## config.mk

```make
export PLATFORM = sky130hd
export DESIGN_NAME = dataMem
export DESIGN_NICKNAME = d
export VERILOG_FILES = /design/src/mipsPkg.sv /design/src/dataMem.sv
export VERILOG_INCLUDE_DIRS = /design/src
export SDC_FILE = /design/constraint.sdc
export NUM_CORES = 2
export LEC_CHECK = 0
export BUFFER_PORTS_ARGS = -buffer_cell sky130_fd_sc_hd__buf_2
export CORE_AREA = 3 3 643 645
export DETAILED_ROUTE_END_ITERATION = 7
export DIE_AREA = 0 0 646 648
export PLACE_DENSITY = 0.61
export SYNTH_ARGS = -nofsm -noshare
export SYNTH_HDL_FRONTEND = slang
export SYNTH_SLANG_ARGS = --single-unit
```

## constraint.sdc

```tcl
create_clock -name clk -period 4.3 [get_ports clk]
set_clock_uncertainty 0.05 [all_clocks]
set_input_delay 0.215 -clock clk [delete_from_list [all_inputs] [get_ports clk]]
set_output_delay 0.215 -clock clk [all_outputs]
set_load 0.005 [all_outputs]
```

## src/mips_cfg.svh

```systemverilog
`ifndef MIPS_CFG_SVH
`define MIPS_CFG_SVH

// Datapath and register file
`define MIPS_XLEN 32
`define MIPS_REG_COUNT 32

// Memories, depth in words
`define MIPS_DMEM_WORDS 128           // 512 bytes
`define MIPS_ROM_WORDS 128

// Byte addresses inside data memory
`define MIPS_STACK_BEGIN 256          // Stack grows down from here
`define MIPS_OUT_ADDR 256             // Byte store here drives the output port
`define MIPS_IN_ADDR 272              // External input lands in this word

// I/O port widths
`define MIPS_IN_WIDTH 12
`define MIPS_OUT_WIDTH 8

`endif

```

## src/mipsPkg.sv

```systemverilog
`include "mips_cfg.svh"

package mipsPkg;

    typedef logic [`MIPS_XLEN-1:0] word_t;
    typedef logic [$clog2(`MIPS_REG_COUNT)-1:0] regAddr_t;
    typedef logic [5:0] opcode_t;                    // instr[31:26]
    typedef logic [5:0] funct_t;                     // instr[5:0]
    typedef logic [`MIPS_OUT_WIDTH-1:0] outByte_t;
    typedef logic [`MIPS_IN_WIDTH-1:0] inData_t;

    // Encodings kept from the original ALU control
    typedef enum logic [3:0] {
        ALU_SLL  = 4'b0000,
        ALU_SRL  = 4'b0001,
        ALU_SRA  = 4'b0010,
        ALU_LUI  = 4'b0011,
        ALU_MUL  = 4'b0100,
        ALU_ADD  = 4'b0110,
        ALU_ADDU = 4'b0111,
        ALU_SUB  = 4'b1000,
        ALU_SUBU = 4'b1001,
        ALU_AND  = 4'b1010,
        ALU_OR   = 4'b1011,
        ALU_XOR  = 4'b1100,
        ALU_NOR  = 4'b1101,
        ALU_SLT  = 4'b1110,
        ALU_SLTU = 4'b1111
    } aluOp_t;

    typedef enum logic [1:0] {MEM_BYTE, MEM_HALF, MEM_WORD} memWidth_t;
    typedef enum logic [1:0] {DST_RT, DST_RD, DST_RA} regDst_t;
    typedef enum logic [1:0] {WB_ALU, WB_MEM, WB_LINK} wbSel_t;
    typedef enum logic [2:0] {BR_NONE, BR_EQ, BR_NE, BR_LEZ, BR_GTZ} branchKind_t;

    typedef struct packed {
        logic zero;
        logic sign;                                  // Result bit 31
    } aluFlags_t;

    typedef struct packed {
        logic      regWrite;
        regDst_t   regDst;
        logic      aluSrcImm;                        // Operand b from immediate
        logic      shiftByShamt;                     // Operand a from shamt field
        aluOp_t    aluOp;
        logic      memWrite;
        logic      memSigned;
        memWidth_t memWidth;
        wbSel_t    wbSel;
        logic      jump;
        logic      jumpReg;                          // JR, JALR
        logic      pcSrc;                            // Branch taken
    } ctrl_t;

    typedef struct packed {
        word_t     addr;
        word_t     wdata;
        logic      write;
        memWidth_t width;
        logic      isSigned;                         // Sign extend on load
    } memReq_t;

endpackage

```

## src/dataMem.sv

```systemverilog
`timescale 1ns/1ns
`include "mips_cfg.svh"

module dataMem (
    input  logic              clk,
    input  logic              rst,
    input  mipsPkg::memReq_t  req,
    output mipsPkg::word_t    rdata,
    input  logic              inWrite,
    input  mipsPkg::inData_t  inData,
    output mipsPkg::outByte_t outValue,
    output logic              outStrobe
);

    localparam int AddrBits = $clog2(`MIPS_DMEM_WORDS);

    mipsPkg::word_t mem [`MIPS_DMEM_WORDS];
    mipsPkg::word_t word, byteLane;
    logic [AddrBits-1:0] wordIdx;
    logic [15:0] halfLane;
    logic outHit;

    assign wordIdx = req.addr[AddrBits+1:2];
    assign word = mem[wordIdx];
    assign byteLane = word >> {req.addr[1:0], 3'b000};
    assign halfLane = req.addr[1] ? word[31:16] : word[15:0];

    always_comb begin
        case (req.width)
            mipsPkg::MEM_BYTE: rdata = {{24{req.isSigned & byteLane[7]}}, byteLane[7:0]};
            mipsPkg::MEM_HALF: rdata = {{16{req.isSigned & halfLane[15]}}, halfLane};
            default:           rdata = word;
        endcase
    end

    // CPU store has priority over the input port
    always_ff @(posedge clk) begin
        if (req.write) begin
            case (req.width)
                mipsPkg::MEM_BYTE: mem[wordIdx][{req.addr[1:0], 3'b000} +: 8] <= req.wdata[7:0];
                mipsPkg::MEM_HALF: mem[wordIdx][{req.addr[1], 4'b0000} +: 16] <= req.wdata[15:0];
                default:           mem[wordIdx] <= req.wdata;
            endcase
        end else if (inWrite) begin
            mem[`MIPS_IN_ADDR / 4] <= mipsPkg::word_t'(inData); // Zero extended
        end
    end

    // Output port decode, byte stores only
    assign outHit = req.write && req.width == mipsPkg::MEM_BYTE &&
                    req.addr == `MIPS_OUT_ADDR;

    always_ff @(posedge clk or posedge rst) begin
        if (rst) begin
            outValue <= '0;
            outStrobe <= 1'b0;
        end else begin
            outStrobe <= outHit;                     // One pulse per store
            if (outHit) outValue <= req.wdata[`MIPS_OUT_WIDTH-1:0];
        end
    end

endmodule

```

# Word-level counts from Yosys, hierarchy flattened
# Memory sizes are Yosys's and may differ from the RTL's.
# Cells that the tools add are included.
# totals
memories	1
wordCells	164
reg_bits	9
ram_bits	4096
output_inout_bits	41
input_bits	83
# mem_list
memory	words	word_bits	rd	rd_clocked_by_memory_dff	wr	line_no	text
mem	128	32	1	0	1	dataMem.sv:17	mipsPkg::word_t mem [`MIPS_DMEM_WORDS];
# op_classes
reduce_logical	5
n_shift	5
add_sub_neg	2
n_mux	81
n_eq_ne	2
bitwise_logic	66
# ops
cell	n
32-bit two-way mux	4
1-bit two-way mux	74
1-bit OR	64
32-bit case mux with 2 select lines	1
32-bit by 9-bit == test with 1-bit output (second input constant)	1
32-bit OR reduction	1
16-bit by 7-bit variable shift with 32-bit output (first input constant)	1
8-bit by 7-bit variable shift with 32-bit output (first input constant)	1
16-bit by 7-bit variable part select with 32-bit output	1
8-bit by 7-bit variable part select with 32-bit output	1
32-bit by 5-bit right shift with 8-bit output	1
16-bit two-way mux	1
5-bit negation with 7-bit output	2
7-bit two-way mux	1
1-bit bitwise AND	2
2-bit by 1-bit == test with 1-bit output (second input constant)	1
1-bit logical AND	2
2-bit zero test	1
2-bit OR reduction	1

# Depth between registers and ports, before layout
# depth
word_depth	7
depth_mapped	16

# Least setup slack after synthesis
# No wires, ideal clock.
# synth_timing
kind	input to register
from	in req[37] (netlist bit)
to	mem mem[0][24] (netlist bit), data pin
path_slack_ns	-3.748
arrival_ns	6.844
required_time_ns	3.096
cell_stages	6
setup_ns	1.154
cell_sequence	clkbuf_1 > clkinv_1 > ha_1 > nor4_1 > a221oi_1 > nor3_1
# synth_via
elab_chain_cells	6
# synth_lines
element	line_no	text
from (decl)	dataMem.sv:7	input mipsPkg::memReq_t req,
5-bit negation with 7-bit output	dataMem.sv:41	mipsPkg::MEM_HALF: mem[wordIdx][{req.addr[1], 4'b0000} +: 16] <= req.wdata[15:0];
16-bit by 7-bit variable shift with 32-bit output	dataMem.sv:41	
32-bit two-way mux (not written as such)	dataMem.sv:41	
1-bit two-way mux (no line) (*) (2 in series)	--	
32-bit two-way mux (no line) (*)	--	
to (decl)	dataMem.sv:17	
# Every way passes the cells marked *; elsewhere a longest branch is shown, timed or not.

==> results.ini <==
[die]
dieArea_um2=419000
fp.dieH_um=648
start_util=0.399
std_cell_rows=235
core_um2=409000
ios=124
die_w_um=646

[place]
routabilityCongestion=1.09
io_buffers=123
dp.final_hpwl_um=376000

[clocking]
cts_htree_levels=5
cts_tree=yes
numCtsBuffers=416
cts_root_buf=clkbuf_16
clock_sinks=4105
cts_buffer_depth=4
clock_latency_ns=0.99
cts.clk_slew.worst_paths_ns=0.06

[synth]
synth-seq-area-share=0.756
synth_most_common_cell=edfxtp_1
yosys-top-cells-area=edfxtp_1 75%, mux4_2 12%, mux2i_1 2.4%
async_flop_share=0.00219
synth_cells=7817
syn-num-nets=7905
synth_seq_cells=4105
synthTopCellsByCount=4096 x edfxtp_1, 835 x mux4_2, 643 x nor2_1
netlist_area_um2=163000
synth_top_area_share=0.755
yosysUniqueCellTypes=100
synthFlopType=edfxtp_1
synth_edf_count=4096
yosysTopAreaCell=edfxtp_1
avgSynthCellArea_um2=20.9
synth_warnings=0

[pwr]
p_clk_frac=0.413
power_per_cell_area_nw_per_um2=450
comb_power_share=0.070
ir_worst_vdd_mv=0.331
p_sw_w=0.0195
power_leakage_nw=59.3
pwr-share-seq=0.517
switching_share=0.226
internal-power_w=0.0666

[grt]
antenna_found_initial=61
grt_pass1_vias=87900
gr-total-overflow=0
gr-usage-all-layers=0.259
grt_pass1_wl_um=744000
grt_max_degree=129

[routing]
drt-vias-per-instance=6.11
vias=90700
totalWireLength_um=549000
wl_per_cell_um=36.9
drt-initial-drc-count=12800
drtPass1Iterations=7
ant_nets=0
drc=0

[timing]
fin_ws_ns=-0.259
max_freq_ghz=0.219
tns_ns=-2.26
hold_viol=0
layout_min_cycle_time_ns=4.56
slew_headroom=-0.0729
layout_worst_path_cycle_share=1.06
finalSetupViolations=33
hold_ws_ns=0.0613
tightestPinTransition_ns=1.60
grt_setup_unrepaired=true
slew_viol_final=18

[cells_and_area]
area_growth_pct=17.5
fillers=33700
design.final.nets=9093
register_area_um2=123000
multiInputGateArea_um2=37000
drive_above_1_share=0.306
fin_util=0.469

[setup_path]
crit_type=flop to output port
critPathMaxStageDelay_ns=0.59
arrival_ns=4.29
cp_top_family=compound AO/OA/AOI/OAI gates
cp_max_fo=4
worstPathCellList=mux2_2, a222oi_1, a211o_1, buf_6, o211ai_4, buf_12, clkbuf_16, nor2_2, or4_4, buf_4, nand4_1, buf_2
path_buf_inv=5
worst_setup_path_end_kind=output port
startpoint_type=flop
critPathRequiredTime_ns=4.03
slowest_stage=a222oi_1

[outcome]
violations=max-capacitance violations, max-slew violations, negative setup slack
status=finished with violations

[flow_run]
cap_violations=2

[worst_hold_path]
min-delay-path-class=primary input to flop

layout make-up:
| class | count | area share |
|---|---|---|
| Sequential cell | 4105 | 0.643 |
| Multi-Input combinational cell | 3227 | 0.193 |
| Timing Repair Buffer | 1239 | 0.0576 |
| Clock buffer | 495 | 0.0566 |
| Tap cell | 5451 | 0.0356 |
| Clock inverter | 264 | 0.0125 |
| Antenna cell | 60 | 0.000784 |
| Inverter | 16 | 0.000405 |
path summary, 6_finish.rpt:
path | depth (start not counted) | startpoint | slack (ns) | endpoint
min in group asynchronous | 4 | rst | 0.34 | outValue[3]
min | 4 | req[26] | 0.06 | mem[112][22]
max reg2reg | 12 | mem[4][7] | -0.04 | mem[110][2]
max in group asynchronous | 4 | rst | 3.60 | outValue[5]
max | 12 | mem[4][7] | -0.26 | rdata[1]
min reg2reg | 2 | outValue[7] | 1.00 | outValue[7]
timing repair:
item	4_1_cts	5_1_grt
hold buffers	44	0
cloned	0	2
gates resized for setup	109	60
pin swaps	24	26
buffers inserted	11	14
hold endpoints to repair	451	0
endpoints found under the setup margin	32	32
logic make-up (layout without fill, tap and decap cells):
logic type,count (synthesis),in the layout,share of synthesized area
AOI/OAI and AO/OA,721,721,0.0319
adders and majority gates,5,5,0.000384
buffers and inverters,485,2014,0.0241
DFF,4105,4105,0.756
muxes,1368,1368,0.158
other,0,60,0
and+or+nand+nor,1133,1133,0.0293
power groups by stage:
stage	registers (W)	logic [W]	clock network [W]
finish	0.0445	0.00606	0.0355
global route	0.0445	0.00619	0.0375
CTS	0.0445	0.00586	0.0359
detailed placement	0.0454	0.00569	0
global placement	0.0454	0.00560	0
floorplan	0.0455	0.00290	0
flip-flops by register name, summed over array words and instances (netlist names):
name	flops
mem	4096
outValue	8
outStrobe	1
placed cells by master, fill, tap and decap left out, types with 22 or more instances in the layout:
master         count
mux4_2           840
o22ai_1           80
o21ai_0           64
a21oi_1          106
buf_4            920
mux2i_1          385
clkinv_1          97
diode_2           60
clkbuf_16        423
buf_12           135
buf_6             29
dlygate4sd3_1     44
mux2_2            47
edfxtp_1        4096
bufinv_16         35
clkinv_2          84
nor2_1           620
a221oi_1          22
buf_2            104
a22oi_1           86
nand2_1          262
nand3_1           55
clkbuf_1          73
o221ai_1         118
mux4_1            93
stage by stage:
step / instances / instance area [µm²] / setup slack (ns) / total power, W
floorplan: 7817 / 163000 / -1.14 / 0.0484
global placement: 14000 / 177000 / -1.03 / 0.0510
detailed placement: 14000 / 177000 / -0.715 / 0.0511
CTS: 14800 / 191000 / -0.268 / 0.0863
global route: 14800 / 191000 / -0.282 / 0.0883
finish: 14900 / 192000 / -0.259 / 0.0861
routing by layer:
| layer | GRT usage | vias to the layer above | wire (µm) |
|---|---|---|---|
| li1 | - | 35100 | - |
| met1 | 0.329 | 48000 | 197000 |
| met2 | 0.392 | 6212 | 248000 |
| met3 | 0.0796 | 1377 | 65400 |
| met4 | 0.151 | 30 | 38100 |
| met5 | 0.00400 | - | 453 |
worst register-to-register path, delay by kind of cell, from the launching register on:
family	cells	cell delay [ns]
muxes	1	0.27
buffers and inverters	5	0.94
AOI/OAI and AO/OA	3	0.98
and+or+nand+nor	3	1.27
DFF	1	0.38
(Power assumes the default switching activity.)
