### src/mips_cfg.svh
`ifndef MIPS_CFG_SVH
`define MIPS_CFG_SVH

// Datapath and register file
`define MIPS_XLEN 32
`define MIPS_REG_COUNT 32

// Memories, depth in words
`define MIPS_DMEM_WORDS 128           // 512 bytes
`define MIPS_ROM_WORDS 128

// Byte addresses inside data memory
`define MIPS_STACK_BEGIN 256          // Stack grows down from here
`define MIPS_OUT_ADDR 256             // Byte store here drives the output port
`define MIPS_IN_ADDR 272              // External input lands in this word

// I/O port widths
`define MIPS_IN_WIDTH 12
`define MIPS_OUT_WIDTH 8

`endif

### src/mipsPkg.sv
`include "mips_cfg.svh"

package mipsPkg;

    typedef logic [`MIPS_XLEN-1:0] word_t;
    typedef logic [$clog2(`MIPS_REG_COUNT)-1:0] regAddr_t;
    typedef logic [5:0] opcode_t;                    // instr[31:26]
    typedef logic [5:0] funct_t;                     // instr[5:0]
    typedef logic [`MIPS_OUT_WIDTH-1:0] outByte_t;
    typedef logic [`MIPS_IN_WIDTH-1:0] inData_t;

    // Encodings kept from the original ALU control
    typedef enum logic [3:0] {
        ALU_SLL  = 4'b0000,
        ALU_SRL  = 4'b0001,
        ALU_SRA  = 4'b0010,
        ALU_LUI  = 4'b0011,
        ALU_MUL  = 4'b0100,
        ALU_ADD  = 4'b0110,
        ALU_ADDU = 4'b0111,
        ALU_SUB  = 4'b1000,
        ALU_SUBU = 4'b1001,
        ALU_AND  = 4'b1010,
        ALU_OR   = 4'b1011,
        ALU_XOR  = 4'b1100,
        ALU_NOR  = 4'b1101,
        ALU_SLT  = 4'b1110,
        ALU_SLTU = 4'b1111
    } aluOp_t;

    typedef enum logic [1:0] {MEM_BYTE, MEM_HALF, MEM_WORD} memWidth_t;
    typedef enum logic [1:0] {DST_RT, DST_RD, DST_RA} regDst_t;
    typedef enum logic [1:0] {WB_ALU, WB_MEM, WB_LINK} wbSel_t;
    typedef enum logic [2:0] {BR_NONE, BR_EQ, BR_NE, BR_LEZ, BR_GTZ} branchKind_t;

    typedef struct packed {
        logic zero;
        logic sign;                                  // Result bit 31
    } aluFlags_t;

    typedef struct packed {
        logic      regWrite;
        regDst_t   regDst;
        logic      aluSrcImm;                        // Operand b from immediate
        logic      shiftByShamt;                     // Operand a from shamt field
        aluOp_t    aluOp;
        logic      memWrite;
        logic      memSigned;
        memWidth_t memWidth;
        wbSel_t    wbSel;
        logic      jump;
        logic      jumpReg;                          // JR, JALR
        logic      pcSrc;                            // Branch taken
    } ctrl_t;

    typedef struct packed {
        word_t     addr;
        word_t     wdata;
        logic      write;
        memWidth_t width;
        logic      isSigned;                         // Sign extend on load
    } memReq_t;

endpackage

### src/programRom.sv
`timescale 1ns/1ns
`include "mips_cfg.svh"

module programRom (
    input  mipsPkg::word_t addr,
    output mipsPkg::word_t instr
);

    // Register names
    localparam mipsPkg::regAddr_t zero = 5'd0;
    localparam mipsPkg::regAddr_t v0 = 5'd2;         // Return value
    localparam mipsPkg::regAddr_t a0 = 5'd4;
    localparam mipsPkg::regAddr_t a1 = 5'd5;
    localparam mipsPkg::regAddr_t a2 = 5'd6;
    localparam mipsPkg::regAddr_t a3 = 5'd7;
    localparam mipsPkg::regAddr_t t0 = 5'd8;
    localparam mipsPkg::regAddr_t t1 = 5'd9;
    localparam mipsPkg::regAddr_t t2 = 5'd10;
    localparam mipsPkg::regAddr_t s0 = 5'd16;        // Current LCG value
    localparam mipsPkg::regAddr_t sp = 5'd29;
    localparam mipsPkg::regAddr_t ra = 5'd31;

    localparam mipsPkg::opcode_t opSpecial = 6'b000000;
    localparam mipsPkg::opcode_t opMul = 6'b011100;  // SPECIAL2
    localparam mipsPkg::opcode_t opAddi = 6'b001000;
    localparam mipsPkg::opcode_t opOri = 6'b001101;
    localparam mipsPkg::opcode_t opBeq = 6'b000100;
    localparam mipsPkg::opcode_t opBlez = 6'b000110;
    localparam mipsPkg::opcode_t opBgtz = 6'b000111;
    localparam mipsPkg::opcode_t opJal = 6'b000011;
    localparam mipsPkg::opcode_t opLbu = 6'b100100;
    localparam mipsPkg::opcode_t opLw = 6'b100011;
    localparam mipsPkg::opcode_t opSb = 6'b101000;
    localparam mipsPkg::opcode_t opSw = 6'b101011;
    localparam mipsPkg::funct_t fnJr = 6'b001000;
    localparam mipsPkg::funct_t fnJalr = 6'b001001;
    localparam mipsPkg::funct_t fnAdd = 6'b100000;
    localparam mipsPkg::funct_t fnAddu = 6'b100001;
    localparam mipsPkg::funct_t fnSub = 6'b100010;
    localparam mipsPkg::funct_t fnOr = 6'b100101;
    localparam mipsPkg::funct_t fnMul = 6'b000010;

    localparam mipsPkg::word_t ret = {opSpecial, ra, 15'd0, fnJr};
    localparam int IdxBits = $clog2(`MIPS_ROM_WORDS);

    logic [IdxBits-1:0] wordIdx;
    logic inRange;

    assign wordIdx = addr[IdxBits+1:2];
    assign inRange = (addr[`MIPS_XLEN-1:2] < `MIPS_ROM_WORDS);

    always_comb begin
        instr = '0;                                  // NOP outside the program
        if (inRange) begin
            case (wordIdx)
                0:  instr = {opAddi, zero, sp, 16'(`MIPS_STACK_BEGIN)};
                3:  instr = {opLbu, zero, s0, 16'(`MIPS_IN_ADDR)};  // Seed, low byte
                10: instr = {opOri, s0, a1, 16'd0};              // Loop, seed arg
                11: instr = {opAddi, zero, a0, 16'd17};          // Multiplier
                12: instr = {opAddi, zero, a2, 16'd3};           // Increment
                13: instr = {opAddi, zero, a3, 16'd256};         // Modulus
                14: instr = {opJal, 26'd50};
                15: instr = {opOri, v0, s0, 16'd0};
                16: instr = {opSb, zero, v0, 16'(`MIPS_OUT_ADDR)};
                17: instr = {opBeq, zero, zero, 16'hfff8};       // Back to 10
                50: instr = {opMul, a1, a0, t0, 5'd0, fnMul};    // lcg()
                51: instr = {opSpecial, a2, t0, t0, 5'd0, fnAddu};
                52: instr = {opOri, t0, a0, 16'd0};
                53: instr = {opSpecial, zero, a3, a1, 5'd0, fnOr};
                54: instr = {opAddi, sp, sp, 16'hfffc};          // Push ra
                55: instr = {opSw, sp, ra, 16'd0};
                56: instr = {opOri, zero, t2, 16'(80 * 4)};
                57: instr = {opSpecial, t2, zero, ra, 5'd0, fnJalr}; // mod()
                58: instr = {opLw, sp, ra, 16'd0};               // Pop ra
                59: instr = {opAddi, sp, sp, 16'd4};
                60: instr = ret;
                80: instr = {opAddi, a0, v0, 16'd0};              // mod(), v0 = a0 % a1
                81: instr = {opSpecial, a1, v0, t0, 5'd0, fnSub};
                82: instr = {opSpecial, zero, v0, t1, 5'd0, fnSub};
                83: instr = {opBlez, t0, 5'd0, 16'd2};           // v0 >= m
                84: instr = {opBgtz, t1, 5'd0, 16'd3};           // v0 < 0
                85: instr = ret;
                86: instr = {opSpecial, v0, a1, v0, 5'd0, fnSub};
                87: instr = {opBeq, zero, zero, 16'hfff9};
                88: instr = {opSpecial, v0, a1, v0, 5'd0, fnAdd};
                89: instr = {opBeq, zero, zero, 16'hfff7};
                default: instr = '0;
            endcase
        end
    end

endmodule

### config.mk
export PLATFORM = sky130hd
export DESIGN_NAME = programRom
export DESIGN_NICKNAME = d
export VERILOG_FILES = /design/src/mipsPkg.sv /design/src/programRom.sv
export VERILOG_INCLUDE_DIRS = /design/src
export SDC_FILE = /design/constraint.sdc
export NUM_CORES = 1
export LEC_CHECK = 0
export BUFFER_PORTS_ARGS = -buffer_cell sky130_fd_sc_hd__buf_2
export CORE_AREA = 5 5 69 71
export DETAILED_ROUTE_END_ITERATION = 10
export DIE_AREA = 0 0 74 76
export PLACE_DENSITY = 0.66
export SYNTH_ARGS = -nofsm -noshare
export SYNTH_HDL_FRONTEND = slang
export SYNTH_SLANG_ARGS = --single-unit
### constraint.sdc
create_clock -name vclk -period 7.2
set_input_delay 1.44 -clock vclk [all_inputs]
set_output_delay 1.44 -clock vclk [all_outputs]
set_load 0.01 [all_outputs]
Word-level counts from Yosys, hierarchy flattened

Memory sizes are Yosys's and may differ from the RTL's.
Index checks and enable logic that the tools add are counted.
Widths: inputs -> output; s select.

Order comparisons: 1
Muxes and demuxes: 1

Operators by type and width:

| cell                | number |
|---|---|
| $mux 32             | 1 |
| $lt 30x8->1 const B | 1 |

Memories: 1
Register bits: 0
Word-level logic and storage cells: 3
Output and inout port bits: 32
Bits in read-only memories: 4,096
Bits of input ports: 32

Memory list:

| memory           | depth | bits a word | read ports | clocked after Yosys merged registers in | write ports | RTL line         | source |
|---|---|---|---|---|---|---|---|
| (name not given) | 128   | 32          | 1          | 0                                       | 0           | programRom.sv:55 | `case (wordIdx)` |

Logic depth before layout (Yosys ltp)

Depth after elaboration: 2
Depth in mapped cells: 9
Mapped depth without buffers: 6

Worst setup path after synthesis

Ideal clock, no wire load.

Path kind: input -> output
Start point: in addr[3]
End point: out instr[10]
Slack: 2.415 ns
Path buffers: 3
Stages: 9
Data required time: 5.760 ns
Arrival: 3.345 ns
Cell sequence: clkbuf_1 inv_1 ha_1 and3b_1 clkbuf_1 o21bai_1 a21oi_2 nor4_1 buf_4

Longest elaborated chain between the ends: 2
Elaborated cells between the ends (all ways): 3
Those cells by class: order compare (1); mux (1); memory (1)

Ends and longest elaborated chain:

| item                                                           | RTL line         | source |
|---|---|---|
| start, declared                                                | programRom.sv:5  | `input mipsPkg::word_t addr,` |
| $lt 30x8->1 (no source line) or $mem_v2 128x32 (tied branches) | -                |  |
| $mux 32 *                                                      | programRom.sv:54 | `if (inRange) begin` |
| end, declared                                                  | programRom.sv:6  | `output mipsPkg::word_t instr` |

Mark *: on every way between the ends. The rest lies on a longest branch, timed or not.

Final worst setup path

Start point: in addr[3]
End point: out instr[7]

The elaborated chain is that of the path after synthesis.

==> results.cfg <==
[status]
status = finished clean

[yosys]
yosysWarnings = 0
ys_seq_area_frac = 0
avgSynthCellArea_um2 = 6.323
synthDistinctLibCells = 52
syn_nets = 288
netlist_instances = 244
synthesis.area_um2 = 1543

[routing]
viasPerCell = 6.535
wire_per_inst_um = 17.58
vias = 2137
detail-route-antenna-nets = 0
first_pass_iters = 5
drt_wl_total_um = 5750
drtIter0Drc = 328
drc_errors = 0

[critical_path]
cp_max_fo = 16
required_ns = 5.76
cp.arrival_ns = 3.75
endpoint_kind = output pin
crit_path_start_kind = primary input
critical_path_class = primary input to output pin

[power]
ir_drop_mv = 0.03220
p_leak_nw = 0.7562
seq_power_share = 0
powerDensity_nw_per_um2 = 44.32
p_int_uw = 26.83
p_clk_frac = 0
p_comb_frac = 1.000
switching_share = 0.6571
switchingPower_uw = 51.41

[global_route]
first_global_vias = 1832
grt_max_degree = 37
grt_remaining_overflow = 0
antenna_found_initial = 0
grt_use_total = 0.1892
grt_pass1_wl_um = 9073

[clock_tree]
cts_resized = 0
cts_hold_buf = 0
cts_setup_buffers = 0

[timing]
finalHoldViolCount = 0
max_slew_margin = 0.4168
slew_viol_final = 0
fmax_mhz = 192.7
totalNegativeSetupSlack_ns = 0
rsz0062_at_grt = false
fin_crit_ns = 5.190
setup_slack_ns = 2.010
tightest_slew_ns = 0.8689
finalSetupViolCount = 0
fin_crit_sh = 0.7209

[layout]
design.seq.count = 0
regArea_um2 = 0
layout.nets = 321
mostFrequentLayoutCell = buf_2
final_cell_mix = buf_2, a21oi_1, o21ai_0
clkbuf_count = 0
drive_above_1_share = 0.2473
area_growth_syn_to_layout_pct = 14.44
n_antenna_cell = 0

[floorplan]
die_w_um = 74
start_util = 0.3696
die_area_um2 = 5624
rows = 24
core-area_um2 = 4174
pin_count = 64
die_h_um = 76

[placed_design]
place_hpwl_um = 4181
io_buffers = 62
pre_cts_slack_ns = 2.078
gp_congestion = 0.9500

[run]
drv_cap = 0

[worst_hold_path]
min-delay-path-class = primary input to output pin
worst paths after layout:
kind,from,end,cells past startpoint
max,addr[3],instr[7],8
min,addr[23],instr[11],6
per-layer routing:
metal / routed length [µm] / part of all wire / vias to the layer above / GRT usage
li1: - / - / 1002 / -
met1: 2310 / 0.40 / 991 / 0.2797
met2: 2770 / 0.48 / 136 / 0.2961
met3: 588 / 0.10 / 8 / 0.01715
met4: 80 / 0.014 / 0 / 0.03261
met5: 0 / 0 / - / 0
power by group through the flow:
stage | clock, mW | sequential (mW) | combinational (mW)
3_5_place_dp | 0 | 0 | 0.0757
5_1_grt | 0 | 0 | 0.0845
6_report | 0 | 0 | 0.0782
3_3_place_gp | 0 | 0 | 0.0761
2_1_floorplan | 0 | 0 | 0.0547
4_1_cts | 0 | 0 | 0.0760
metrics by stage:
step / instance area [µm²] / std cells / utilization / total power [mW] / hold WS (ns)
final: 1765 / 327 / 0.4230 / 0.07824 / 3.383
after global routing: 1765 / 327 / 0.4230 / 0.08452 / 3.439
after CTS: 1765 / 327 / 0.4230 / 0.07601 / 3.393
after detailed placement: 1765 / 327 / 0.4230 / 0.07570 / 3.393
after global placement: 1765 / 327 / 0.4230 / 0.07612 / 3.377
after floorplan: 1543 / 244 / - / 0.05466 / 3.106
Yosys cell counts, types with 2 or more instances:
cell type	count	share of area
and3_1	2	0.0081
o31a_1	2	0.011
or2_1	2	0.0081
a211oi_1	5	0.024
buf_2	11	0.036
inv_1	7	0.017
o221ai_1	3	0.017
nand3_1	2	0.0065
a22o_1	2	0.011
clkbuf_1	13	0.032
a221oi_1	6	0.034
o21ai_0	18	0.058
a311o_1	2	0.013
ha_1	12	0.097
mux2_2	2	0.015
a31oi_1	7	0.028
nand2b_1	13	0.053
o32a_1	2	0.013
mux2i_1	4	0.026
a21boi_0	2	0.0097
a21oi_1	23	0.075
nor2_1	15	0.036
nor4_1	9	0.036
buf_6	2	0.015
o22ai_1	3	0.012
o311a_1	3	0.019
nand2_1	17	0.041
buf_1	3	0.0073
nor3_1	16	0.052
a32oi_1	4	0.023
buf_4	2	0.0097
nor2b_1	8	0.032
and2_1	3	0.012
cells by family (layout without fill, tap and decap cells):
logic type / after synthesis / count (layout) / share of synthesized area
mux: 6 / 6 / 0.04055
fa+ha+maj: 12 / 12 / 0.09732
buf+inv: 38 / 69 / 0.1160
simple gates: 94 / 94 / 0.3260
compound gates: 94 / 94 / 0.4201
critical path, stage by stage:
cell	delay, ns
buf_2	0.21
inv_1	0.23
ha_1	0.47
and3b_1	0.45
o21bai_1	0.18
a21oi_2	0.15
nor4_1	0.40
buf_2	0.21
layout make-up:
type | instances | area [µm²]
inverters | 7 | 26.28
multi-input cells | 206 | 1364
repair buffers | 62 | 310.3
well taps | 52 | 65.06
fillers | 467 | 2409
Note: power is estimated with default switching activity, not from simulation.
