$ cat src/mips_cfg.svh
`ifndef MIPS_CFG_SVH
`define MIPS_CFG_SVH

// Datapath and register file
`define MIPS_XLEN 32
`define MIPS_REG_COUNT 32

// Memories, depth in words
`define MIPS_DMEM_WORDS 128           // 512 bytes
`define MIPS_ROM_WORDS 128

// Byte addresses inside data memory
`define MIPS_STACK_BEGIN 256          // Stack grows down from here
`define MIPS_OUT_ADDR 256             // Byte store here drives the output port
`define MIPS_IN_ADDR 272              // External input lands in this word

// I/O port widths
`define MIPS_IN_WIDTH 12
`define MIPS_OUT_WIDTH 8

`endif

$ cat src/mipsPkg.sv
`include "mips_cfg.svh"

package mipsPkg;

    typedef logic [`MIPS_XLEN-1:0] word_t;
    typedef logic [$clog2(`MIPS_REG_COUNT)-1:0] regAddr_t;
    typedef logic [5:0] opcode_t;                    // instr[31:26]
    typedef logic [5:0] funct_t;                     // instr[5:0]
    typedef logic [`MIPS_OUT_WIDTH-1:0] outByte_t;
    typedef logic [`MIPS_IN_WIDTH-1:0] inData_t;

    // Encodings kept from the original ALU control
    typedef enum logic [3:0] {
        ALU_SLL  = 4'b0000,
        ALU_SRL  = 4'b0001,
        ALU_SRA  = 4'b0010,
        ALU_LUI  = 4'b0011,
        ALU_MUL  = 4'b0100,
        ALU_ADD  = 4'b0110,
        ALU_ADDU = 4'b0111,
        ALU_SUB  = 4'b1000,
        ALU_SUBU = 4'b1001,
        ALU_AND  = 4'b1010,
        ALU_OR   = 4'b1011,
        ALU_XOR  = 4'b1100,
        ALU_NOR  = 4'b1101,
        ALU_SLT  = 4'b1110,
        ALU_SLTU = 4'b1111
    } aluOp_t;

    typedef enum logic [1:0] {MEM_BYTE, MEM_HALF, MEM_WORD} memWidth_t;
    typedef enum logic [1:0] {DST_RT, DST_RD, DST_RA} regDst_t;
    typedef enum logic [1:0] {WB_ALU, WB_MEM, WB_LINK} wbSel_t;
    typedef enum logic [2:0] {BR_NONE, BR_EQ, BR_NE, BR_LEZ, BR_GTZ} branchKind_t;

    typedef struct packed {
        logic zero;
        logic sign;                                  // Result bit 31
    } aluFlags_t;

    typedef struct packed {
        logic      regWrite;
        regDst_t   regDst;
        logic      aluSrcImm;                        // Operand b from immediate
        logic      shiftByShamt;                     // Operand a from shamt field
        aluOp_t    aluOp;
        logic      memWrite;
        logic      memSigned;
        memWidth_t memWidth;
        wbSel_t    wbSel;
        logic      jump;
        logic      jumpReg;                          // JR, JALR
        logic      pcSrc;                            // Branch taken
    } ctrl_t;

    typedef struct packed {
        word_t     addr;
        word_t     wdata;
        logic      write;
        memWidth_t width;
        logic      isSigned;                         // Sign extend on load
    } memReq_t;

endpackage

$ cat src/controlUnit.sv
`timescale 1ns/1ns

module controlUnit (
    input  mipsPkg::opcode_t   opcode,
    input  mipsPkg::funct_t    funct,
    input  mipsPkg::aluFlags_t flags,
    output mipsPkg::ctrl_t     ctrl
);

    mipsPkg::branchKind_t branchKind;
    mipsPkg::memWidth_t accessWidth;

    // Loads and stores share the width in opcode[1:0]
    assign accessWidth = (opcode[1:0] == 2'b00) ? mipsPkg::MEM_BYTE :
                         (opcode[1:0] == 2'b01) ? mipsPkg::MEM_HALF : mipsPkg::MEM_WORD;

    always_comb begin
        ctrl = '0;                                   // Unknown encodings do nothing
        branchKind = mipsPkg::BR_NONE;
        case (opcode)
            6'b000000: begin                         // SPECIAL
                ctrl.regWrite = 1'b1;
                ctrl.regDst = mipsPkg::DST_RD;
                ctrl.shiftByShamt = (funct[5:2] == 4'b0000); // SLL, SRL, SRA
                case (funct)
                    6'b000000, 6'b000100: ctrl.aluOp = mipsPkg::ALU_SLL; // Also SLLV
                    6'b000010, 6'b000110: ctrl.aluOp = mipsPkg::ALU_SRL;
                    6'b000011, 6'b000111: ctrl.aluOp = mipsPkg::ALU_SRA;
                    6'b001000: begin                 // JR
                        ctrl.regWrite = 1'b0;
                        ctrl.jump = 1'b1;
                        ctrl.jumpReg = 1'b1;
                    end
                    6'b001001: begin                 // JALR, link into rd
                        ctrl.jump = 1'b1;
                        ctrl.jumpReg = 1'b1;
                        ctrl.wbSel = mipsPkg::WB_LINK;
                    end
                    6'b100000: ctrl.aluOp = mipsPkg::ALU_ADD;
                    6'b100001: ctrl.aluOp = mipsPkg::ALU_ADDU;
                    6'b100010: ctrl.aluOp = mipsPkg::ALU_SUB;
                    6'b100011: ctrl.aluOp = mipsPkg::ALU_SUBU;
                    6'b100100: ctrl.aluOp = mipsPkg::ALU_AND;
                    6'b100101: ctrl.aluOp = mipsPkg::ALU_OR;
                    6'b100110: ctrl.aluOp = mipsPkg::ALU_XOR;
                    6'b100111: ctrl.aluOp = mipsPkg::ALU_NOR;
                    6'b101010: ctrl.aluOp = mipsPkg::ALU_SLT;
                    6'b101011: ctrl.aluOp = mipsPkg::ALU_SLTU;
                    default: ctrl = '0;
                endcase
            end
            6'b000100: branchKind = mipsPkg::BR_EQ;
            6'b000101: branchKind = mipsPkg::BR_NE;
            6'b000110: branchKind = mipsPkg::BR_LEZ; // rt field is zero
            6'b000111: branchKind = mipsPkg::BR_GTZ;
            6'b001000, 6'b001001, 6'b001010, 6'b001011,
            6'b001100, 6'b001101, 6'b001110, 6'b001111: begin
                ctrl.regWrite = 1'b1;                // Immediate ALU ops into rt
                ctrl.aluSrcImm = 1'b1;
                case (opcode[2:0])
                    3'b000: ctrl.aluOp = mipsPkg::ALU_ADD;
                    3'b001: ctrl.aluOp = mipsPkg::ALU_ADDU;
                    3'b010: ctrl.aluOp = mipsPkg::ALU_SLT;
                    3'b011: ctrl.aluOp = mipsPkg::ALU_SLTU;
                    3'b100: ctrl.aluOp = mipsPkg::ALU_AND;
                    3'b101: ctrl.aluOp = mipsPkg::ALU_OR;
                    3'b110: ctrl.aluOp = mipsPkg::ALU_XOR;
                    default: ctrl.aluOp = mipsPkg::ALU_LUI;
                endcase
            end
            6'b011100: begin                         // SPECIAL2, only MUL
                if (funct == 6'b000010) begin
                    ctrl.regWrite = 1'b1;
                    ctrl.regDst = mipsPkg::DST_RD;
                    ctrl.aluOp = mipsPkg::ALU_MUL;
                end
            end
            6'b100000, 6'b100001, 6'b100011, 6'b100100, 6'b100101: begin
                ctrl.regWrite = 1'b1;                // LB LH LW LBU LHU
                ctrl.aluSrcImm = 1'b1;
                ctrl.aluOp = mipsPkg::ALU_ADD;
                ctrl.wbSel = mipsPkg::WB_MEM;
                ctrl.memSigned = ~opcode[2];         // Unsigned forms have bit 2 set
                ctrl.memWidth = accessWidth;
            end
            6'b101000, 6'b101001, 6'b101011: begin   // SB SH SW
                ctrl.memWrite = 1'b1;
                ctrl.aluSrcImm = 1'b1;
                ctrl.aluOp = mipsPkg::ALU_ADD;
                ctrl.memWidth = accessWidth;
            end
            6'b000010: ctrl.jump = 1'b1;             // J
            6'b000011: begin                         // JAL
                ctrl.jump = 1'b1;
                ctrl.regWrite = 1'b1;
                ctrl.regDst = mipsPkg::DST_RA;
                ctrl.wbSel = mipsPkg::WB_LINK;
            end
            default: ctrl = '0;
        endcase

        // Branches compare rs - rt
        if (branchKind != mipsPkg::BR_NONE) ctrl.aluOp = mipsPkg::ALU_SUB;
        case (branchKind)
            mipsPkg::BR_EQ:  ctrl.pcSrc = flags.zero;
            mipsPkg::BR_NE:  ctrl.pcSrc = ~flags.zero;
            mipsPkg::BR_LEZ: ctrl.pcSrc = flags.zero | flags.sign;
            mipsPkg::BR_GTZ: ctrl.pcSrc = ~(flags.zero | flags.sign);
            default:         ctrl.pcSrc = 1'b0;
        endcase
    end

endmodule

$ cat config.mk
export PLATFORM = sky130hd
export DESIGN_NAME = controlUnit
export DESIGN_NICKNAME = d
export VERILOG_FILES = /design/src/mipsPkg.sv /design/src/controlUnit.sv
export VERILOG_INCLUDE_DIRS = /design/src
export SDC_FILE = /design/constraint.sdc
export NUM_CORES = 1
export LEC_CHECK = 0
export ABC_AREA = 1
export ABC_CLOCK_PERIOD_IN_PS = 1400
export CAP_MARGIN = 5
export CORE_AREA = 2 2 39 41
export DETAILED_ROUTE_END_ITERATION = 10
export DIE_AREA = 0 0 41 43
export DONT_BUFFER_PORTS = 1
export SYNTH_ARGS = -nofsm -noshare
export SYNTH_HDL_FRONTEND = slang
export SYNTH_SLANG_ARGS = --single-unit
$ cat constraint.sdc
create_clock -name vclk -period 1.4
set_input_delay 0.21 -clock vclk [all_inputs]
set_output_delay 0.21 -clock vclk [all_outputs]
set_load 0.05 [all_outputs]
# == Word-level counts from Yosys, hierarchy flattened ==
# Index checks and enable logic that the tools add are counted.
# word_totals
reg_bits,0
elab_cells,97
# op_classes
eq_ne,51
muxes,24
bitwise_logic,4
reduce_logical,18
# ops
operator,n
"equality test 6 bit, second input constant",18
"equality test 6 x 4 -> 1 bit, second input constant",10
case mux 4 bit (12 select lines),1
"equality test 6 x 3 -> 1 bit, second input constant",7
case mux 4 bit (7 select lines),1
"equality test 6 x 2 -> 1 bit, second input constant",4
OR reduction 18 bit,1
OR reduction 17 bit,1
case mux 4 bit (4 select lines),1
OR reduction 16 bit,1
OR reduction 8 bit,2
OR reduction 14 bit,1
"equality test 3 x 2 -> 1 bit, second input constant",4
"equality test 3 bit, second input constant",4
zero test 6 bit,2
two-way mux 2 bit,6
case mux 2 bit (3 select lines),2
case mux 3 bit (4 select lines),1
two-way mux 3 bit,3
OR reduction 2 bit,4
"equality test 3 x 1 -> 1 bit, second input constant",2
"equality test 6 x 5 -> 1 bit, second input constant",1
OR reduction 5 bit,1
zero test 4 bit,1
12 further kinds,18

# == Depth between registers and ports, before layout ==
# Gate-level depths: netlist of run 1.
# depth
word_depth,5
depth_mapped,9

# == Least setup slack after synthesis of run 1 ==
# Ideal clock, no wire load.
# synth_path
path_type,in2out
start,in opcode[1]
end,out ctrl[4] (netlist bit)
t_arrival_ns,1.681
t_required_ns,1.190
setup_slack_ns,-0.491
stages,4
path_cell_list,buf_4 nor2_1 nand3_1 o21ai_0
# synth_lines
element,line,rtl
start: declaration,controlUnit.sv:4,"input mipsPkg::opcode_t opcode,"
end: declaration,controlUnit.sv:7,output mipsPkg::ctrl_t ctrl

==> metrics.yaml, run 1 <==
run_status:
  status: "finished clean"
routing:
  drt_iter0_drc: 3
  vias_per_cell: 4.98
  dr.pass1.iters: 2
  wl_met3_um: 85
  routed.top_layer: "met3"
  dr_wl_met2_um: 820
  routed_wl_mm: 1.51
  route.vias.total: 722
  postRouteAntennaNets: 0
  wl_met1_um: 602
  detail_route.wl_per_cell_um: 10.4
  drc: 0
timing:
  slew_viol_final: 0
  tightest_slew_ns: 0.419
  rsz0062_at_grt: "true"
  achievable-frequency_ghz: 0.754
  finalSetupViolCount: 0
  slew_headroom_pct: 72.0
  finalHoldViolations: 0
  layout_setup_ws_ns: 0.0734
  fin_crit_ns: 1.33
  finalCritPeriodShare_pct: 94.8
finish:
  final_cell_mix: "25 x nand2_1, 12 x inv_1, 12 x nand3_1"
  seqCellArea_um2: 0
  num-clock-buffers: 0
  multi_input_comb_area_um2: 523
  nNetsFinal: 145
  layout_commonest_cell: "nand2_1"
  instances_no_fill: 145
  area_growth_pct: 62.1
  antenna_cells: 0
  drive_gt1_share_pct: 43.4
  fillers: 136
  seq_cells: 0
  fin_util_pct: 64.6
power_and_ir_drop:
  swShare_pct: 62.6
  internal_power_uw: 87.6
  seqPwrFrac_pct: 0
  power_frac_comb_pct: 100.0
  power.switching_uw: 147
  power_density_mw_per_mm2: 262
  vdd_drop_max_v: 0.000147
  pwr-share-clk_pct: 0
  leakagePower_nw: 0.475
clocking:
  holdBufCountCts: 0
  ctsResizeCount: 0
  post-cts-setup-buffers: 0
worst_setup_path:
  end_kind: "primary output"
  crit_fanout: 5
  cp_data_required_time_ns: 1.19
  cp-start-kind: "input port"
  critPathLaunch: "opcode[5]"
  cp.arrival_ns: 1.12
  path_class: "in2out"
placement:
  dp_slack_ns: 0.0627
  dp.cells: 145
  portBuffers: 0
  gp_congestion: 0.798
  dp.final_hpwl_mm: 1.39
die:
  row_count: 14
  die_h_um: 43
  ios: 32
  die_area_mm2: 0.00176
  initial_core_util_pct: 39.9
  core_area_mm2: 0.00138
  die_width_um: 41
worst_hold_path:
  hp-class: "in2out"
  worstHoldPathCells: 2
  worstHoldStart: "opcode[1]"
synthesis:
  syn_area_per_cell_um2: 4.93
  yosysUniqueCellTypes: 18
  syn_area_um2: 552
  synthCells: 112
  ys_seq_area_share_pct: 0
  syn_nets: 126
  ys_warn_count: 0
grt:
  grt_pass1_vias: 684
  grt_usage_pct: 19.3
  overflow: 0
  antenna_found_initial: 0
  grt_start_max_net_pins: 9
  grt_pass1_wl_mm: 2.53
flow_run:
  maxCapViolCount: 0
per-layer routing:
layer / GRT usage [%] / vias to the layer above
met3: 1.57 / 0
met2: 37.8 / 18
met5: 0 / -
met1: 21.9 / 311
met4: 0 / 0
li1: - / 393
worst paths after layout:
check	to	slack, ns
setup / recovery	ctrl[12]	0.07
hold / removal	ctrl[5]	0.58
kinds of logic (layout without fill, tap and decap cells):
logic type	count (synthesis)	count (layout)	share of synthesized area (%)
and+or+nand+nor	80	80	73.9
buffers and inverters	21	38	15.0
AOI/OAI and AO/OA	11	11	11.1
critical path, cell delays in order:
cell and delay [ns]:
nor2_1 0.21, nand2_1 0.19, a21oi_1 0.14, o21ai_0 0.09
nand3_1 0.13, buf_12 0.15
Yosys cell counts, types with 3 or more instances:
library cell | number | area share, %
nor3_1 | 4 | 3.6
nor2_2 | 7 | 7.9
inv_2 | 5 | 3.4
nand4_1 | 3 | 3.4
nand2_1 | 27 | 18
inv_1 | 15 | 10
o21ai_0 | 6 | 5.4
nand3_2 | 4 | 7.3
nand3_1 | 13 | 12
nor2_1 | 11 | 7.5
nand2_2 | 8 | 9.1
a21oi_1 | 3 | 2.7
area by class of cell:
class | count | area share (%)
Timing Repair Buffer | 18 | 30.5
Tap cell | 16 | 2.24
Inverter | 20 | 8.81
Multi-Input combinational cell | 91 | 58.5
stage by stage:
stage                      TNS, ns  hold slack (ns)  instance area [µm²]  power, mW
final                            0            0.582                  895      0.234
after global routing      -0.00799            0.586                  895      0.251
after CTS                        0            0.584                  895      0.236
after detailed placement         0            0.584                  895      0.236
after global placement           0            0.584                  895      0.233
after floorplan            -0.0702            0.530                  613      0.166
power groups by stage:
stage,clock network (mW),logic [mW],registers (mW)
after floorplan,0,0.166,0
after global placement,0,0.233,0
after detailed placement,0,0.236,0
after CTS,0,0.236,0
after global routing,0,0.251,0
final,0,0.234,0
No activity file was read; power rests on OpenSTA's default activity.
==> inputs of run 2 (changes only) <==
--- a/config.mk
+++ b/config.mk
@@ -10,8 +10,12 @@
 export ABC_CLOCK_PERIOD_IN_PS = 1400
 export CAP_MARGIN = 5
+export CELL_PAD_IN_SITES_DETAIL_PLACEMENT = 0
+export CELL_PAD_IN_SITES_GLOBAL_PLACEMENT = 1
 export CORE_AREA = 2 2 39 41
 export DETAILED_ROUTE_END_ITERATION = 10
 export DIE_AREA = 0 0 41 43
 export DONT_BUFFER_PORTS = 1
+export PLACE_DENSITY_LB_ADDON = 0.1
+export REMOVE_ABC_BUFFERS = 1
 export SYNTH_ARGS = -nofsm -noshare
 export SYNTH_HDL_FRONTEND = slang
==> constraint.sdc (replaced) <==
create_clock -name vclk -period 1.4
set_input_delay 0.28 -clock vclk [all_inputs]
set_output_delay 0.28 -clock vclk [all_outputs]
set_load 0.05 [all_outputs]
==> run 2 against run 1 <==
Compared with the run above: the flow now finishes with violations (setup timing); worst setup slack worse by 0.097 ns; sequential cell count is the same; combinational power increased by 13%; sequential share of layout area unchanged; maximum frequency decreased by 6.8%; critical path depth is 4 higher; design area is 16% higher; total power is 13% higher; global-route usage is 0.28 points higher; clock-buffer cell count is the same.
==> metrics.yaml, run 2 (synthesis results as in run 1) <==
run_status:
  status: "finished, violations left"
  violations: "setup timing"
worst_hold_path:
  worstHoldPathCells: 2  # unchanged
  hp-class: "in2out"
  worstHoldStart: "opcode[1]"
  min_to: "ctrl[5]"
finish:
  seq_cells: 0  # unchanged
  antenna_cells: 0  # unchanged
  area_growth_pct: 88.2
  nNetsFinal: 157  # +8.3%
  seqCellArea_um2: 0  # unchanged
  final_area_mm2: 0.00104  # +16%
  num-clock-buffers: 0  # unchanged
  fillers: 120  # -12%
  drive_gt1_share_pct: 56.0  # +13 points
  layout_commonest_cell: "nand2_1"
  instances_no_fill: 157  # +8.3%
  final_cell_mix: "22 x nand2_1, 19 x buf_4, 11 x inv_1"
grt:
  overflow: 0  # unchanged
  grt_usage_pct: 19.6  # +0.28 points
  antenna_found_initial: 0  # unchanged
  grt_pass1_wl_mm: 2.60  # +3.0%
  grt_start_max_net_pins: 9  # unchanged
  grt_pass1_vias: 732  # +7.0%
routing:
  routed_wl_mm: 1.92  # +27%
  detail_route.wl_per_cell_um: 12.2  # +18%
  route.vias.total: 784  # +8.6%
  vias_per_cell: 4.99  # +0.29%
  drc: 0  # unchanged
  postRouteAntennaNets: 0  # unchanged
  dr.pass1.iters: 4  # +2
  drt_iter0_drc: 6  # +3
die:
  core_area_mm2: 0.00138  # unchanged
  row_count: 14  # unchanged
  die_h_um: 43  # unchanged
  initial_core_util_pct: 39.9  # unchanged
  die_width_um: 41  # unchanged
  ios: 32  # unchanged
  die_area_mm2: 0.00176  # unchanged
timing:
  fin_crit_ns: 1.42  # +0.0968 ns
  finalSetupViolCount: 2  # +2
  finalCritPeriodShare_pct: 102  # +6.9 points
  achievable-frequency_ghz: 0.703  # -6.8%
  finalHoldViolations: 0  # unchanged
  layout_setup_ws_ns: -0.0234  # -0.0968 ns
  tightest_slew_ns: 0.209  # -0.210 ns
  slew_headroom_pct: 85.9  # +14 points
  rsz0062_at_grt: "true"
  slew_viol_final: 0  # unchanged
  setup_tns_ns: -0.0402  # -0.0402 ns
power_and_ir_drop:
  leakagePower_nw: 0.561  # +18%
  power_density_mw_per_mm2: 255  # -2.6%
  totalPowerFinal_uw: 265  # +13%
  vdd_drop_max_v: 0.000183  # +24%
placement:
  dp.cells: 156  # +7.6%
  placed_area_um2: 882  # -1.4%
  dp.final_hpwl_mm: 1.49  # +6.9%
  dp_slack_ns: -0.115  # -0.178 ns
  portBuffers: 0  # unchanged
  gp_congestion: 0.789  # -1.2%
worst_setup_path:
  cp_data_required_time_ns: 1.12  # -0.07 ns
  path_class: "in2out"
  end_kind: "primary output"
  max_stage_delay_ns: 0.14  # -0.07 ns
  crit_buf_inv: 2  # +1
  slowest_stage: "buf_12"
  cp-start-kind: "input port"
  crit_family: "simple AND/OR/NAND/NOR gates"
  cp.arrival_ns: 1.14  # +0.02 ns
  critPathLaunch: "funct[4]"
  cp_cell_sequence: "clkinv_8 -> nand2_4 -> nor2_4 -> nand2_2 -> nand2_2 -> nor2_4 -> nand3_2 -> nand2_4 -> nor2_4 -> buf_12"
  crit_fanout: 3  # -2
  cpMostUsedCell: "nor2_4"
clocking:
  holdBufCountCts: 0  # unchanged
flow_run:
  maxCapViolCount: 0  # unchanged
[run 2: cell count changes in the layout (fill, tap and decap cells not counted), sizes merged]
cell,delta
buf,+12
clkinv,+1
clkinvlp,-1
[run 2: how the worst max path moves through the flow]
stage	endpoint	slack, ns	cells after the start
4_1_cts	ctrl[13]	-0.01	10
3_5_place_dp	ctrl[2]	-0.12	6
5_1_grt	ctrl[13]	-0.05	10
3_3_place_gp	ctrl[13]	-0.04	6
6_report	ctrl[13]	-0.02	10
2_1_floorplan	ctrl[9]	-0.58	3
[run 2: routing by layer]
| metal | vias up | global-route usage [%] | wire [µm] |
|---|---|---|---|
| li1 | 417 | - | - |
| met1 | 344 | 20.9 | 697 |
| met2 | 21 | 39.1 | 1120 |
| met3 | 2 | 1.57 | 80 |
| met4 | 0 | 1.33 | 19 |
| met5 | - | 0 | 0 |
[run 2: timing repair]
| action | CTS | global route |
|---|---|---|
| resized for setup | 9 | 35 |
| setup buffers | 0 | 1 |
| pin swaps | 1 | 15 |
| endpoints found under the setup margin | 11 | 13 |
[run 2: area by class of cell]
class / instances / area, µm² / area share [%]
Timing Repair Buffer: 30 / 337 / 32.4
Multi-Input combinational cell: 91 / 587 / 56.5
Inverter: 20 / 95.1 / 9.16
Tap cell: 16 / 20.0 / 1.93
[run 2: through the flow]
stage / utilization (%) / hold slack [ns]
after floorplan: - / 0.662
after CTS: 65.8 / 0.726
after global routing: 75.0 / 0.734
final: 75.0 / 0.735
after global placement: 63.7 / 0.757
after detailed placement: 63.7 / 0.757
[run 2: where the power goes]
| part | leakage (nW) | internal [mW] | switching, mW |
|---|---|---|---|
| Combinational | 0.561 | 0.107 | 0.158 |
| Clock | 0 | 0 | 0 |
| Sequential | 0 | 0 | 0 |
==> inputs of run 3 (changes only) <==
--- a/config.mk
+++ b/config.mk
@@ -7,12 +7,11 @@
 export NUM_CORES = 1
 export LEC_CHECK = 0
-export ABC_AREA = 1
 export ABC_CLOCK_PERIOD_IN_PS = 1400
 export CAP_MARGIN = 5
 export CELL_PAD_IN_SITES_DETAIL_PLACEMENT = 0
 export CELL_PAD_IN_SITES_GLOBAL_PLACEMENT = 1
-export CORE_AREA = 2 2 39 41
+export CORE_MARGIN = 1.5
+export CORE_UTILIZATION = 45
 export DETAILED_ROUTE_END_ITERATION = 10
-export DIE_AREA = 0 0 41 43
 export DONT_BUFFER_PORTS = 1
 export PLACE_DENSITY_LB_ADDON = 0.1
==> constraint.sdc (replaced) <==
create_clock -name vclk -period 1.4
set_input_delay 0.28 -clock vclk [all_inputs]
set_output_delay 0.28 -clock vclk [all_outputs]
set_load 0.005 [all_outputs]
==> run 3 against run 2 <==
Compared with the run above: the flow still finishes with violations (setup timing); worst setup slack got worse by 0.034 ns; clock-buffer cell count stayed put; first-iteration DRC count rose by 67%; via count decreased by 17%; synthesized area increased by 11%; global-route usage is 1.1 points higher; utilization decreased by 24 points; largest cell class unchanged; largest power group unchanged.
==> metrics.yaml, run 3 <==
run_status:
  status: "finished, violations left"
  violations: "setup timing"
worst_setup_path:
  path_class: "in2out"
  crit_fanout: 12  # +9
  cp.arrival_ns: 1.18  # +0.04 ns
  cp-start-kind: "input port"
  cp_data_required_time_ns: 1.12  # about the same
  end_kind: "primary output"
power_and_ir_drop:
  pwr-share-clk_pct: 0  # unchanged
  power_frac_comb_pct: 100.0  # about the same
  vdd_drop_max_v: 0.0000649  # -65%
  totalPowerFinal_uw: 105  # -60%
  internal_power_uw: 57.7  # -46%
  swShare_pct: 45.1  # -15 points
  seqPwrFrac_pct: 0  # unchanged
  leakagePower_nw: 0.250  # -55%
  power_density_mw_per_mm2: 160  # -37%
  power.switching_uw: 47.4  # -70%
die:
  initial_core_util_pct: 47.6  # +7.7 points
  core_area_mm2: 0.00128  # -7.1%
  die_area_mm2: 0.00159  # -9.8%
  ios: 32  # unchanged
  die_h_um: 39.9  # -7.3%
  row_count: 13  # -1
  die_width_um: 39.9  # -2.7%
worst_hold_path:
  hp-class: "in2out"
  worstHoldPathCells: 1  # -1
  min_to: "ctrl[3]"
  worstHoldStart: "opcode[3]"
grt:
  overflow: 0  # unchanged
  grt_pass1_wl_mm: 2.39  # -8.2%
  grt_usage_pct: 20.7  # +1.1 points
  grt_pass1_vias: 522  # -29%
  grt_start_max_net_pins: 18  # +9
  antenna_found_initial: 0  # unchanged
routing:
  detail_route.wl_per_cell_um: 15.8  # +29%
  drc: 0  # unchanged
  drt_iter0_drc: 10  # +4
  route.vias.total: 648  # -17%
  vias_per_cell: 6.61  # +32%
  postRouteAntennaNets: 0  # unchanged
  routed_wl_mm: 1.55  # -19%
  dr.pass1.iters: 4  # unchanged
synthesis:
  synth.area.top_cells: "nor4_4 7.0%, nand2b_1 6.1%, a21oi_1 5.7%"
  synthCells: 87  # -22%
  ys_seq_area_share_pct: 0  # unchanged
  syn_area_um2: 612  # +11%
  synth_most_common_cell: "a21oi_1"
  syn_area_per_cell_um2: 7.03  # +43%
  yosysUniqueCellTypes: 44  # +26
  synth_largest_area_cell: "nor4_4"
  yosysTopAreaCellShare_pct: 6.95  # -11 points
  ys_warn_count: 0  # unchanged
  synthTopCellsByCount: "7 x a21oi_1, 6 x buf_2, 6 x nand2b_1, 6 x nor2_1"
finish:
  drive_gt1_share_pct: 25.3  # -31 points
  num-clock-buffers: 0  # unchanged
  antenna_cells: 0  # unchanged
  nNetsFinal: 99  # -37%
  layout_commonest_cell: "a21oi_1"
  area_growth_pct: 7.36
  seqCellArea_um2: 0  # unchanged
  seq_cells: 0  # unchanged
  fin_util_pct: 51.1  # -24 points
  final_cell_mix: "7 x a21oi_1, 6 x nand2b_1, 6 x nor2_1"
timing:
  slew_viol_final: 0  # unchanged
  finalHoldViolations: 0  # unchanged
  layout_setup_ws_ns: -0.0571  # -0.0337 ns
  achievable-frequency_ghz: 0.686  # -2.3%
  tightest_slew_ns: 0.394  # +0.185 ns
  rsz0062_at_grt: "true"
  fin_crit_ns: 1.46  # +0.0337 ns
  finalSetupViolCount: 7  # +5
  slew_headroom_pct: 73.3  # -13 points
  finalCritPeriodShare_pct: 104  # +2.4 points
flow_run:
  maxCapViolCount: 0  # unchanged
placement:
  portBuffers: 0  # unchanged
  dp.final_hpwl_mm: 1.13  # -24%
  dp_slack_ns: -0.0997  # +0.0154 ns
  gp_congestion: 0.848  # +7.6%
## run 3: cell types whose count changed in the layout (fill, tap and decap cells not counted), sizes merged, moves of 4 or more
cell and change:
a21oi +4, buf -24, inv -15, nand2 -31
nand2b +6, nand3 -15, nor2 -13, nor2b +5
## run 3: per-layer routing
metal / global-route usage (%) / wire [µm] / vias up
met2: 30.6 / 694 / 17
met3: 2.27 / 100 / 0
li1: - / - / 319
met1: 31.9 / 755 / 312
met4: 1.72 / 0 / 0
met5: 0 / 0 / -
## run 3: worst max-delay path by stage
stage / endpoint / slack (ns) / depth (start not counted) / from
after CTS: ctrl[11] / -0.07 / 4 / funct[5]
final: ctrl[11] / -0.06 / 4 / funct[3]
after floorplan: ctrl[11] / -0.02 / 4 / funct[4]
after detailed placement: ctrl[11] / -0.1 / 4 / funct[4]
after global routing: ctrl[11] / -0.1 / 4 / funct[3]
after global placement: ctrl[11] / -0.1 / 4 / funct[4]
## run 3: logic make-up after synthesis
| kind of cell | share of synthesized area, % |
|---|---|
| AND/OR/NAND/NOR | 46.8 |
| AO/OA/AOI/OAI | 37.0 |
| XOR/XNOR | 2.86 |
| buffers and inverters | 11.7 |
| multiplexers | 1.64 |
## run 3: power by group through the flow
stage               Combinational [mW]  Sequential (mW)  Clock, mW
floorplan                       0.0836                0          0
global placement                0.0974                0          0
detailed placement              0.0981                0          0
CTS                              0.100                0          0
global route                     0.118                0          0
finish                           0.105                0          0
## run 3: worst max-delay path, cell delays in order
cell and delay (ns):
or3_4 0.38, nor4_4 0.32, a21oi_1 0.08, o21ai_1 0.11
## run 3: what timing repair did
| action | in CTS | in global routing |
|---|---|---|
| gates resized for setup | 1 | 7 |
| setup buffers | 2 | 0 |
| hold buffers | 0 | 0 |
| pin swaps | 4 | 5 |
| setup endpoints to repair | 9 | 11 |
## run 3: stage by stage
stage	setup TNS, ns	hold slack (ns)	area, µm²	instances
floorplan	-0.0484	0.590	556	77
global placement	-0.486	0.595	604	96
detailed placement	-0.498	0.595	604	96
CTS	-0.199	0.595	624	98
global route	-0.506	0.602	657	98
finish	-0.200	0.596	657	98
## run 3: final cells by class
cell class / instances / area (µm²)
Fill cell: 147 / 628
Inverter: 4 / 15.0
Multi-Input combinational cell: 73 / 574
Tap cell: 15 / 18.8
Timing Repair Buffer: 6 / 48.8
